`config.mk`:
```
export PLATFORM = sky130hd
export DESIGN_NAME = address_generation_top
export DESIGN_NICKNAME = d
export VERILOG_FILES = /design/src/verilog/agen_pkg.sv /design/src/verilog/address_generation_top.sv /design/src/verilog/agen_pipestage.sv /design/src/verilog/operand_select.sv /design/src/verilog/string_address.sv /design/src/verilog/reg_size_select.sv
export SDC_FILE = /design/constraint.sdc
export NUM_CORES = 1
export LEC_CHECK = 0
export ABC_CLOCK_PERIOD_IN_PS = 13800
export BUFFER_PORTS_ARGS = -buffer_cell sky130_fd_sc_hd__buf_2
export CAP_MARGIN = 20
export CORE_AREA = 2 2 303 305
export CTS_BUF_LIST = sky130_fd_sc_hd__clkbuf_8
export DETAILED_ROUTE_END_ITERATION = 8
export DIE_AREA = 0 0 305 307
export GPL_ROUTABILITY_DRIVEN = 1
export PLACE_DENSITY = 0.48
export SYNTH_ARGS = -nofsm -noshare
export SYNTH_HDL_FRONTEND = slang
export SYNTH_SLANG_ARGS = --single-unit
```
`constraint.sdc`:
```
create_clock -name clk -period 13.8 [get_ports clk]
set_clock_uncertainty 0.1 [all_clocks]
set_input_delay 2.07 -clock clk [delete_from_list [all_inputs] [get_ports clk]]
set_output_delay 2.07 -clock clk [all_outputs]
set_load 0.005 [all_outputs]
```
`src/verilog/agen_pkg.sv`:
```
// --------------------
// widths are fixed by the x86 register set and cannot be changed
// operand kinds 3 and 4 and size codes above 3 have no function here
// --------------------
package agen_pkg;

    localparam int GPR_W     = 32;
    localparam int SEG_W     = 16;
    localparam int OPERAND_W = 64;
    localparam int ADDR_W    = 32;
    localparam int IMM_W     = 48;
    localparam int CODE_W    = 3;

    typedef logic [GPR_W-1:0]     gpr_t;
    typedef logic [SEG_W-1:0]     seg_t;
    typedef logic [OPERAND_W-1:0] operand_t;
    typedef logic [ADDR_W-1:0]    lin_addr_t;
    typedef logic [IMM_W-1:0]     imm_t;
    typedef logic [CODE_W-1:0]    size_t;
    typedef logic [CODE_W-1:0]    op_kind_t;
    typedef logic [CODE_W-1:0]    reg_idx_t;
    typedef logic [CODE_W-1:0]    seg_idx_t;

    // operand kinds from decode
    localparam op_kind_t KIND_NONE = 3'd0;
    localparam op_kind_t KIND_REG  = 3'd1;
    localparam op_kind_t KIND_SEG  = 3'd2;
    localparam op_kind_t KIND_IMM  = 3'd5;
    localparam op_kind_t KIND_MEM  = 3'd6;
    localparam op_kind_t KIND_SYS  = 3'd7;

    localparam size_t SIZE_8  = 3'd1;
    localparam size_t SIZE_16 = 3'd2;
    localparam size_t SIZE_32 = 3'd3;

    // segment register numbering as in the modrm reg field
    localparam seg_idx_t SEG_ES = 3'd0;
    localparam seg_idx_t SEG_CS = 3'd1;
    localparam seg_idx_t SEG_SS = 3'd2;
    localparam seg_idx_t SEG_DS = 3'd3;
    localparam seg_idx_t SEG_FS = 3'd4;
    localparam seg_idx_t SEG_GS = 3'd5;

    // real mode style base, selector times 16
    localparam int SEG_SHIFT = 4;

    // segment selector by index, 6 and 7 read as zero
    function automatic seg_t seg_pick(
        input seg_idx_t idx,
        input seg_t     es,
        input seg_t     cs,
        input seg_t     ss,
        input seg_t     ds,
        input seg_t     fs,
        input seg_t     gs
    );
        case (idx)
            SEG_ES:  return es;
            SEG_CS:  return cs;
            SEG_SS:  return ss;
            SEG_DS:  return ds;
            SEG_FS:  return fs;
            SEG_GS:  return gs;
            default: return '0;
        endcase
    endfunction

endpackage
```
`src/verilog/address_generation_top.sv`:
```
// --------------------
// string addressing only, no modrm/sib and no segment limit checks
// one cycle latency with a_ready high
// --------------------
`timescale 1ns/10ps

module address_generation_top import agen_pkg::*; (
    input  logic        clk,
    input  logic        rst,
    input  logic        flush,
    input  logic        r_valid,
    output logic        r_ready,
    input  size_t       r_size,
    input  op_kind_t    r_op0,
    input  op_kind_t    r_op1,
    input  reg_idx_t    r_op0_reg,
    input  reg_idx_t    r_op1_reg,
    input  imm_t        r_imm,
    input  logic [1:0]  r_stack_op,
    input  lin_addr_t   r_stack_address,
    input  seg_idx_t    r_seg_override,
    input  logic        r_seg_override_valid,
    input  gpr_t        r_eax,
    input  gpr_t        r_ecx,
    input  gpr_t        r_edx,
    input  gpr_t        r_ebx,
    input  gpr_t        r_esp,
    input  gpr_t        r_ebp,
    input  gpr_t        r_esi,
    input  gpr_t        r_edi,
    input  seg_t        r_cs,
    input  seg_t        r_ds,
    input  seg_t        r_es,
    input  seg_t        r_fs,
    input  seg_t        r_gs,
    input  seg_t        r_ss,
    input  lin_addr_t   r_pc,
    input  logic [15:0] r_opcode,
    output logic        a_valid,
    input  logic        a_ready,
    output size_t       a_size,
    output operand_t    a_op0,
    output operand_t    a_op1,
    output reg_idx_t    a_op0_reg,
    output reg_idx_t    a_op1_reg,
    output logic        a_op0_is_address,
    output logic        a_op0_is_reg,
    output logic        a_op0_is_segment,
    output logic        a_op1_is_reg,
    output logic        a_op1_is_address,
    output imm_t        a_imm,
    output logic [1:0]  a_stack_op,
    output lin_addr_t   a_stack_address,
    output lin_addr_t   a_pc,
    output logic [15:0] a_opcode,
    output logic        a_to_sys_controller
);

    gpr_t      reg_0;
    gpr_t      reg_1;
    gpr_t      reg_2;
    gpr_t      reg_3;
    gpr_t      reg_4;
    gpr_t      reg_5;
    gpr_t      reg_6;
    gpr_t      reg_7;
    lin_addr_t dest_addr;
    lin_addr_t src_addr;
    operand_t  p_op0;
    operand_t  gen_op1;
    operand_t  p_op1;
    logic      p_op0_is_address;
    logic      p_op0_is_reg;
    logic      p_op0_is_segment;
    logic      p_op1_is_reg;
    logic      gen_op1_is_address;
    logic      p_op1_is_address;
    logic      p_to_sys_controller;

    // one set of size views serves both operands
    reg_size_select u_reg_size (
        .size(r_size), .eax(r_eax), .ecx(r_ecx), .edx(r_edx), .ebx(r_ebx),
        .esp(r_esp), .ebp(r_ebp), .esi(r_esi), .edi(r_edi),
        .reg_0(reg_0), .reg_1(reg_1), .reg_2(reg_2), .reg_3(reg_3),
        .reg_4(reg_4), .reg_5(reg_5), .reg_6(reg_6), .reg_7(reg_7)
    );

    string_address u_string_addr (
        .es(r_es), .ds(r_ds), .cs(r_cs), .ss(r_ss), .fs(r_fs), .gs(r_gs),
        .edi(r_edi), .esi(r_esi),
        .seg_override(r_seg_override), .seg_override_valid(r_seg_override_valid),
        .dest_addr(dest_addr), .src_addr(src_addr)
    );

    // op0 is the destination, es:edi
    operand_select u_op0_select (
        .kind(r_op0), .reg_idx(r_op0_reg),
        .reg_0(reg_0), .reg_1(reg_1), .reg_2(reg_2), .reg_3(reg_3),
        .reg_4(reg_4), .reg_5(reg_5), .reg_6(reg_6), .reg_7(reg_7),
        .es(r_es), .cs(r_cs), .ss(r_ss), .ds(r_ds), .fs(r_fs), .gs(r_gs),
        .imm(r_imm), .mem_addr(dest_addr),
        .operand(p_op0), .is_address(p_op0_is_address),
        .is_reg(p_op0_is_reg), .is_segment(p_op0_is_segment)
    );

    // op1 is the source, ds:esi or the prefix segment
    operand_select u_op1_select (
        .kind(r_op1), .reg_idx(r_op1_reg),
        .reg_0(reg_0), .reg_1(reg_1), .reg_2(reg_2), .reg_3(reg_3),
        .reg_4(reg_4), .reg_5(reg_5), .reg_6(reg_6), .reg_7(reg_7),
        .es(r_es), .cs(r_cs), .ss(r_ss), .ds(r_ds), .fs(r_fs), .gs(r_gs),
        .imm(r_imm), .mem_addr(src_addr),
        .operand(gen_op1), .is_address(gen_op1_is_address),
        .is_reg(p_op1_is_reg), .is_segment()
    );

    // a pop reads from the stack slot whatever op1 was decoded as
    assign p_op1            = r_stack_op[1] ? operand_t'(r_stack_address) : gen_op1;
    assign p_op1_is_address = gen_op1_is_address | r_stack_op[1];

    assign p_to_sys_controller = (r_op0 == KIND_SYS);

    agen_pipestage u_pipestage (
        .clk(clk), .rst(rst), .flush(flush),
        .in_valid(r_valid), .in_ready(r_ready),
        .in_size(r_size), .in_op0(p_op0), .in_op1(p_op1),
        .in_op0_reg(r_op0_reg), .in_op1_reg(r_op1_reg),
        .in_op0_is_address(p_op0_is_address), .in_op0_is_reg(p_op0_is_reg),
        .in_op0_is_segment(p_op0_is_segment), .in_op1_is_reg(p_op1_is_reg),
        .in_op1_is_address(p_op1_is_address), .in_imm(r_imm),
        .in_stack_op(r_stack_op), .in_stack_address(r_stack_address),
        .in_pc(r_pc), .in_opcode(r_opcode),
        .in_to_sys_controller(p_to_sys_controller),
        .out_valid(a_valid), .out_ready(a_ready),
        .out_size(a_size), .out_op0(a_op0), .out_op1(a_op1),
        .out_op0_reg(a_op0_reg), .out_op1_reg(a_op1_reg),
        .out_op0_is_address(a_op0_is_address), .out_op0_is_reg(a_op0_is_reg),
        .out_op0_is_segment(a_op0_is_segment), .out_op1_is_reg(a_op1_is_reg),
        .out_op1_is_address(a_op1_is_address), .out_imm(a_imm),
        .out_stack_op(a_stack_op), .out_stack_address(a_stack_address),
        .out_pc(a_pc), .out_opcode(a_opcode),
        .out_to_sys_controller(a_to_sys_controller)
    );

endmodule

```
`src/verilog/agen_pipestage.sv`:
```
// --------------------
// single entry output register, valid/ready on both sides
// flush drops the held item and blocks input while high
// --------------------
`timescale 1ns/10ps

module agen_pipestage import agen_pkg::*; (
    input  logic      clk,
    input  logic      rst,
    input  logic      flush,
    input  logic      in_valid,
    output logic      in_ready,
    input  size_t     in_size,
    input  operand_t  in_op0,
    input  operand_t  in_op1,
    input  reg_idx_t  in_op0_reg,
    input  reg_idx_t  in_op1_reg,
    input  logic      in_op0_is_address,
    input  logic      in_op0_is_reg,
    input  logic      in_op0_is_segment,
    input  logic      in_op1_is_reg,
    input  logic      in_op1_is_address,
    input  imm_t      in_imm,
    input  logic [1:0] in_stack_op,
    input  lin_addr_t in_stack_address,
    input  lin_addr_t in_pc,
    input  logic [15:0] in_opcode,
    input  logic      in_to_sys_controller,
    output logic      out_valid,
    input  logic      out_ready,
    output size_t     out_size,
    output operand_t  out_op0,
    output operand_t  out_op1,
    output reg_idx_t  out_op0_reg,
    output reg_idx_t  out_op1_reg,
    output logic      out_op0_is_address,
    output logic      out_op0_is_reg,
    output logic      out_op0_is_segment,
    output logic      out_op1_is_reg,
    output logic      out_op1_is_address,
    output imm_t      out_imm,
    output logic [1:0] out_stack_op,
    output lin_addr_t out_stack_address,
    output lin_addr_t out_pc,
    output logic [15:0] out_opcode,
    output logic      out_to_sys_controller
);

    // free slot, or the slot empties this edge
    assign in_ready = (!out_valid || out_ready) && !flush;

    always_ff @(posedge clk) begin
        if (rst || flush) begin
            out_valid <= 1'b0;
        end else if (in_ready) begin
            out_valid <= in_valid;
        end
    end

    // payload only moves on a transfer, so it holds under back-pressure
    always_ff @(posedge clk) begin
        if (in_valid && in_ready) begin
            out_size              <= in_size;
            out_op0               <= in_op0;
            out_op1               <= in_op1;
            out_op0_reg           <= in_op0_reg;
            out_op1_reg           <= in_op1_reg;
            out_op0_is_address    <= in_op0_is_address;
            out_op0_is_reg        <= in_op0_is_reg;
            out_op0_is_segment    <= in_op0_is_segment;
            out_op1_is_reg        <= in_op1_is_reg;
            out_op1_is_address    <= in_op1_is_address;
            out_imm               <= in_imm;
            out_stack_op          <= in_stack_op;
            out_stack_address     <= in_stack_address;
            out_pc                <= in_pc;
            out_opcode            <= in_opcode;
            out_to_sys_controller <= in_to_sys_controller;
        end
    end

endmodule

```
`src/verilog/operand_select.sv`:
```
// --------------------
// combinational operand mux, one per operand slot
// kinds none, sys, 3 and 4 give a zero operand
// --------------------
`timescale 1ns/10ps

module operand_select import agen_pkg::*; (
    input  op_kind_t  kind,
    input  reg_idx_t  reg_idx,
    input  gpr_t      reg_0,
    input  gpr_t      reg_1,
    input  gpr_t      reg_2,
    input  gpr_t      reg_3,
    input  gpr_t      reg_4,
    input  gpr_t      reg_5,
    input  gpr_t      reg_6,
    input  gpr_t      reg_7,
    input  seg_t      es,
    input  seg_t      cs,
    input  seg_t      ss,
    input  seg_t      ds,
    input  seg_t      fs,
    input  seg_t      gs,
    input  imm_t      imm,
    input  lin_addr_t mem_addr,
    output operand_t  operand,
    output logic      is_address,
    output logic      is_reg,
    output logic      is_segment
);

    gpr_t reg_value;
    seg_t seg_value;

    // register view picked by the reg field
    always_comb begin
        case (reg_idx)
            3'd0:    reg_value = reg_0;
            3'd1:    reg_value = reg_1;
            3'd2:    reg_value = reg_2;
            3'd3:    reg_value = reg_3;
            3'd4:    reg_value = reg_4;
            3'd5:    reg_value = reg_5;
            3'd6:    reg_value = reg_6;
            default: reg_value = reg_7;
        endcase
    end

    // same reg field doubles as segment number
    assign seg_value = seg_pick(reg_idx, es, cs, ss, ds, fs, gs);

    always_comb begin
        case (kind)
            KIND_REG:            operand = operand_t'(reg_value);
            KIND_SEG:            operand = operand_t'(seg_value);
            KIND_IMM:            operand = operand_t'(imm);
            KIND_MEM:            operand = operand_t'(mem_addr);
            KIND_NONE, KIND_SYS: operand = '0;
            default:             operand = '0;
        endcase
    end

    // memory kind is read later in the memory stage
    assign is_address = (kind == KIND_MEM);
    assign is_reg     = (kind == KIND_REG);
    assign is_segment = (kind == KIND_SEG);

endmodule

```
`src/verilog/string_address.sv`:
```
// --------------------
// combinational, real mode style bases only, no limit check
// sums wrap modulo 2^32
// --------------------
`timescale 1ns/10ps

module string_address import agen_pkg::*; (
    input  seg_t      es,
    input  seg_t      ds,
    input  seg_t      cs,
    input  seg_t      ss,
    input  seg_t      fs,
    input  seg_t      gs,
    input  gpr_t      edi,
    input  gpr_t      esi,
    input  seg_idx_t  seg_override,
    input  logic      seg_override_valid,
    output lin_addr_t dest_addr,
    output lin_addr_t src_addr
);

    seg_t      override_seg;
    seg_t      src_seg;
    lin_addr_t dest_base;
    lin_addr_t src_base;

    // destination is always es, a prefix cannot move it
    assign dest_base = lin_addr_t'(es) << SEG_SHIFT;

    // source defaults to ds unless a segment prefix is present
    assign override_seg = seg_pick(seg_override, es, cs, ss, ds, fs, gs);
    assign src_seg      = seg_override_valid ? override_seg : ds;
    assign src_base     = lin_addr_t'(src_seg) << SEG_SHIFT;

    assign dest_addr = dest_base + edi;
    assign src_addr  = src_base + esi;

endmodule

```
`src/verilog/reg_size_select.sv`:
```
// --------------------
// purely combinational
// sizes other than 8, 16 and 32 bit give all-zero views
// --------------------
`timescale 1ns/10ps

module reg_size_select import agen_pkg::*; (
    input  size_t size,
    input  gpr_t  eax,
    input  gpr_t  ecx,
    input  gpr_t  edx,
    input  gpr_t  ebx,
    input  gpr_t  esp,
    input  gpr_t  ebp,
    input  gpr_t  esi,
    input  gpr_t  edi,
    output gpr_t  reg_0,
    output gpr_t  reg_1,
    output gpr_t  reg_2,
    output gpr_t  reg_3,
    output gpr_t  reg_4,
    output gpr_t  reg_5,
    output gpr_t  reg_6,
    output gpr_t  reg_7
);

    always_comb begin
        reg_0 = '0;
        reg_1 = '0;
        reg_2 = '0;
        reg_3 = '0;
        reg_4 = '0;
        reg_5 = '0;
        reg_6 = '0;
        reg_7 = '0;
        case (size)
            SIZE_8: begin
                // al, cl, dl, bl
                reg_0 = {24'd0, eax[7:0]};
                reg_1 = {24'd0, ecx[7:0]};
                reg_2 = {24'd0, edx[7:0]};
                reg_3 = {24'd0, ebx[7:0]};
                // ah, ch, dh, bh sit where sp..di would be
                reg_4 = {24'd0, eax[15:8]};
                reg_5 = {24'd0, ecx[15:8]};
                reg_6 = {24'd0, edx[15:8]};
                reg_7 = {24'd0, ebx[15:8]};
            end
            SIZE_16: begin
                reg_0 = {16'd0, eax[15:0]};
                reg_1 = {16'd0, ecx[15:0]};
                reg_2 = {16'd0, edx[15:0]};
                reg_3 = {16'd0, ebx[15:0]};
                reg_4 = {16'd0, esp[15:0]};
                reg_5 = {16'd0, ebp[15:0]};
                reg_6 = {16'd0, esi[15:0]};
                reg_7 = {16'd0, edi[15:0]};
            end
            SIZE_32: begin
                reg_0 = eax;
                reg_1 = ecx;
                reg_2 = edx;
                reg_3 = ebx;
                reg_4 = esp;
                reg_5 = ebp;
                reg_6 = esi;
                reg_7 = edi;
            end
            default: ;
        endcase
    end

endmodule

```
==> impl_metrics.env <==
export IMPL_dr_pass1_iters=5
export IMPL_ctsResizeCount=0
export IMPL_critPathBufInv=3
export IMPL_cts_root_buf="clkbuf_8"
export IMPL_cpPeakStageDelay_ns=0.60
export IMPL_synth_area_sq_um=18110
export IMPL_die_width_microns=305
export IMPL_yosysWarnings=0
export IMPL_cp_end_kind="flop"
export IMPL_arrival_ns=5.98
export IMPL_cts_sinks=242
export IMPL_worst_path_max_fanout=21
export IMPL_wl_per_cell_microns=33.42
export IMPL_syn_area_per_cell_sq_um=10.21
export IMPL_synth_area_leaders="edfxtp_1 (40%), mux4_2 (7.8%), a22oi_1 (5.1%)"
export IMPL_synthXorXnorAreaFrac_pct=1.596
export IMPL_ys_ff_latch=242
export IMPL_fin_area_sq_um=24090
export IMPL_dieArea_sq_um=93640
export IMPL_dpl_instance_area_sq_um=23030
export IMPL_fmax_mhz=177.5
export IMPL_worst_setup_path_type="in -> reg"
export IMPL_synth_edf_count=241
export IMPL_grt_overflow_total=0
export IMPL_routed_wirelength_microns=124900
export IMPL_powerDensity_nw_per_um2=93.55
export IMPL_die_h_microns=307
export IMPL_cts_buffers=52
export IMPL_p_total_mw=2.253
export IMPL_final_period_utilization_pct=40.83
export IMPL_slew_headroom_pct=19.29
export IMPL_port_buffers=748
export IMPL_fin_tns_setup_ns=0
export IMPL_drt_iter0_drc=2522
export IMPL_r2r_start="u_pipestage.out_valid"
export IMPL_finalHoldViolations=0
export IMPL_synth_simple_gate_area_share_pct=11.48
export IMPL_synth_async_reset_ratio_pct=0
export IMPL_synth_top_family_by_area="compound AO/OA/AOI/OAI gates"
export IMPL_drc=0
export IMPL_grt_total_usage_pct=25.49
export IMPL_tightest_slew_ns=1.205
export IMPL_synth_distinct_cells=76
export IMPL_rsz0062_at_grt="false"
export IMPL_drt_antenna_violating_nets=0
export IMPL_grt_pass1_wl_microns=165600
export IMPL_slew_violations=0
export IMPL_place_congestion=0.9344
export IMPL_grt_max_degree=140
export IMPL_ff2ff_path_depth=4
export IMPL_final_util_pct=26.56
export IMPL_fill_cells=9896
export IMPL_drv_cap=0
export IMPL_leakage_nw=9.802
export IMPL_cpMostUsedCell="a21oi_1"
export IMPL_core_area_sq_um=90690
export IMPL_min_path_type="reg -> reg"
export IMPL_layoutNonFillerInstCount=3737
export IMPL_synth_compound_area_share_pct=24.17
export IMPL_crit_family="compound AO/OA/AOI/OAI gates"
export IMPL_drt_vias_per_instance=5.465
export IMPL_ios=781
export IMPL_worstPathRequired_ns=14.15
export IMPL_synthAdderAreaFrac_pct=2.639
export IMPL_startpoint="r_seg_override[0]"
export IMPL_cts_tree="yes"
export IMPL_row_count=111
export IMPL_postCtsSetupBuffers=0
export IMPL_rr_endpoint="u_pipestage.out_imm[7]"
export IMPL_crit_end="u_pipestage.out_op1[26]"
export IMPL_dp_hpwl_microns=99190
export IMPL_crit_chain="buf_2 -> nor3_1 -> buf_4 -> a22oi_1 -> o21ai_0 -> ha_1 -> inv_1 -> fa_1 -> nand2b_1 -> a21oi_1 -> o21ai_1 -> a21oi_1 -> nor2_1 -> xnor2_1 -> a221o_1"
export IMPL_synth_top_area_cell="edfxtp_1"
export IMPL_crit_cells=15
export IMPL_status="completed"
export IMPL_initial_core_util_pct=19.97
export IMPL_regToRegSetupSlack_ns=11.25
export IMPL_syn_to_final_growth_pct=33.00
export IMPL_cts_buffer_depth=3
export IMPL_dr_total_vias=20420
export IMPL_crit_slowest_cell="nor3_1"
export IMPL_path_clk_slew_ns=0.06
export IMPL_start_kind="input port"
export IMPL_htreeDepth=2
export IMPL_ir_drop_mv=0.05967
export IMPL_place_inst=3609
export IMPL_multi_input_area_sq_um=10030
export IMPL_synth_top_flop_cell="edfxtp_1"
export IMPL_postSynthCellCount=1773
export IMPL_grt_pass1_vias=19230
export IMPL_cts_hold_buf=0
export IMPL_synth_seq_area_share_pct=40.07
export IMPL_clk_latency_ns=0.69
export IMPL_yosys_area_top_type_share_pct=39.96
export IMPL_setup_viol_count_final=0
export IMPL_nets=3020
export IMPL_drive_above_1_share_pct=39.54
export IMPL_final_min_clock_period_ns=5.634
export IMPL_antenna_found_initial=129
export IMPL_synthMuxAreaShare_pct=14.67
export IMPL_register_area_sq_um=7257
==> worst register-to-register path, cell delays in order (launching register included) <==
cell,delay (ns)
dfxtp_1,0.31
nor2b_1,0.14
nor2_1,0.12
and2_4,0.62
buf_12,0.54
==> through the flow <==
step | setup slack [ns] | hold slack, ns
CTS | 8.344 | 0.5207
global route | 8.083 | 0.5882
floorplan | 5.295 | 0.4896
finish | 8.166 | 0.5144
detailed placement | 7.582 | 0.5085
global placement | 7.638 | 0.5081
==> report_power, final <==
group          internal (mW)  switching [mW]  total, mW
clock                  0.394           0.394      0.788
sequential             0.846         0.00669      0.852
combinational          0.227           0.385      0.613
==> synth_stat cells (16+ instances only) <==
cell type / count
nor2b_1: 25
a221oi_1: 48
a22oi_1: 123
nand2b_1: 19
and3_1: 42
o21ai_1: 21
a221o_1: 16
o21ai_0: 116
buf_2: 50
clkbuf_1: 82
nand2_1: 147
nor3_1: 34
a31oi_1: 19
nand3_1: 30
o221ai_1: 32
a21oi_1: 95
buf_4: 33
mux4_2: 63
o211ai_1: 36
o22ai_1: 25
a22o_1: 19
mux2_2: 44
ha_1: 35
inv_1: 23
nor2_1: 109
xor2_1: 19
mux2i_1: 72
edfxtp_1: 241
==> per-layer routing <==
metal	vias to the layer above	part of all wire [%]	global-route usage [%]
met2	1461	43	38.77
met4	112	4.4	9.774
li1	8489	-	-
met3	360	13	10.91
met5	-	0.58	0
met1	9999	39	31.79
==> kinds of logic (layout without fill, tap and decap cells) <==
group / after synthesis / count (layout)
AO/OA/AOI/OAI: 629 / 629
AND/OR/NAND/NOR: 444 / 444
buffers and inverters: 206 / 916
adder cells (fa/ha/maj): 37 / 37
other: 1 / 69
flip-flops: 242 / 242
multiplexers: 181 / 181
XOR/XNOR: 33 / 33
==> cells in the final DEF (no fill, tap or decap), drive strengths merged, types with 10 or more instances in the layout <==
master,n
buf,799
edfxtp,241
nand2,147
o21ai,137
a22oi,123
nor2,109
a21oi,96
mux2i,72
mux4,63
clkbuf,53
a221oi,49
mux2,46
and3,42
diode,37
o211ai,36
ha,35
inv,35
nor3,35
o221ai,32
conb,32
nand3,30
clkinv,26
o22ai,25
nor2b,25
nand2b,19
xor2,19
a22o,19
a31oi,19
a221o,16
xnor2,14
a21o,11
and2,11
a211oi,10
==> worst min path at each step <==
stage,from,endpoint,depth (start not counted)
5_1_grt,u_pipestage.out_valid,u_pipestage.out_valid,3
3_5_place_dp,u_pipestage.out_valid,u_pipestage.out_valid,3
4_1_cts,u_pipestage.out_valid,u_pipestage.out_valid,3
2_1_floorplan,u_pipestage.out_valid,u_pipestage.out_valid,3
6_report,u_pipestage.out_valid,u_pipestage.out_valid,3
3_3_place_gp,u_pipestage.out_valid,u_pipestage.out_valid,3
==> final cells by class <==
cell class	instances	area share (%)
Sequential cell	242	30.13
Clock buffer	53	3.028
Timing Repair Buffer	799	17.27
Tap cell	1186	6.161
Clock inverter	38	0.9662
Multi-Input combinational cell	1356	41.66
Inverter	26	0.4052
Antenna cell	37	0.3844
(Power assumes the default switching activity.)
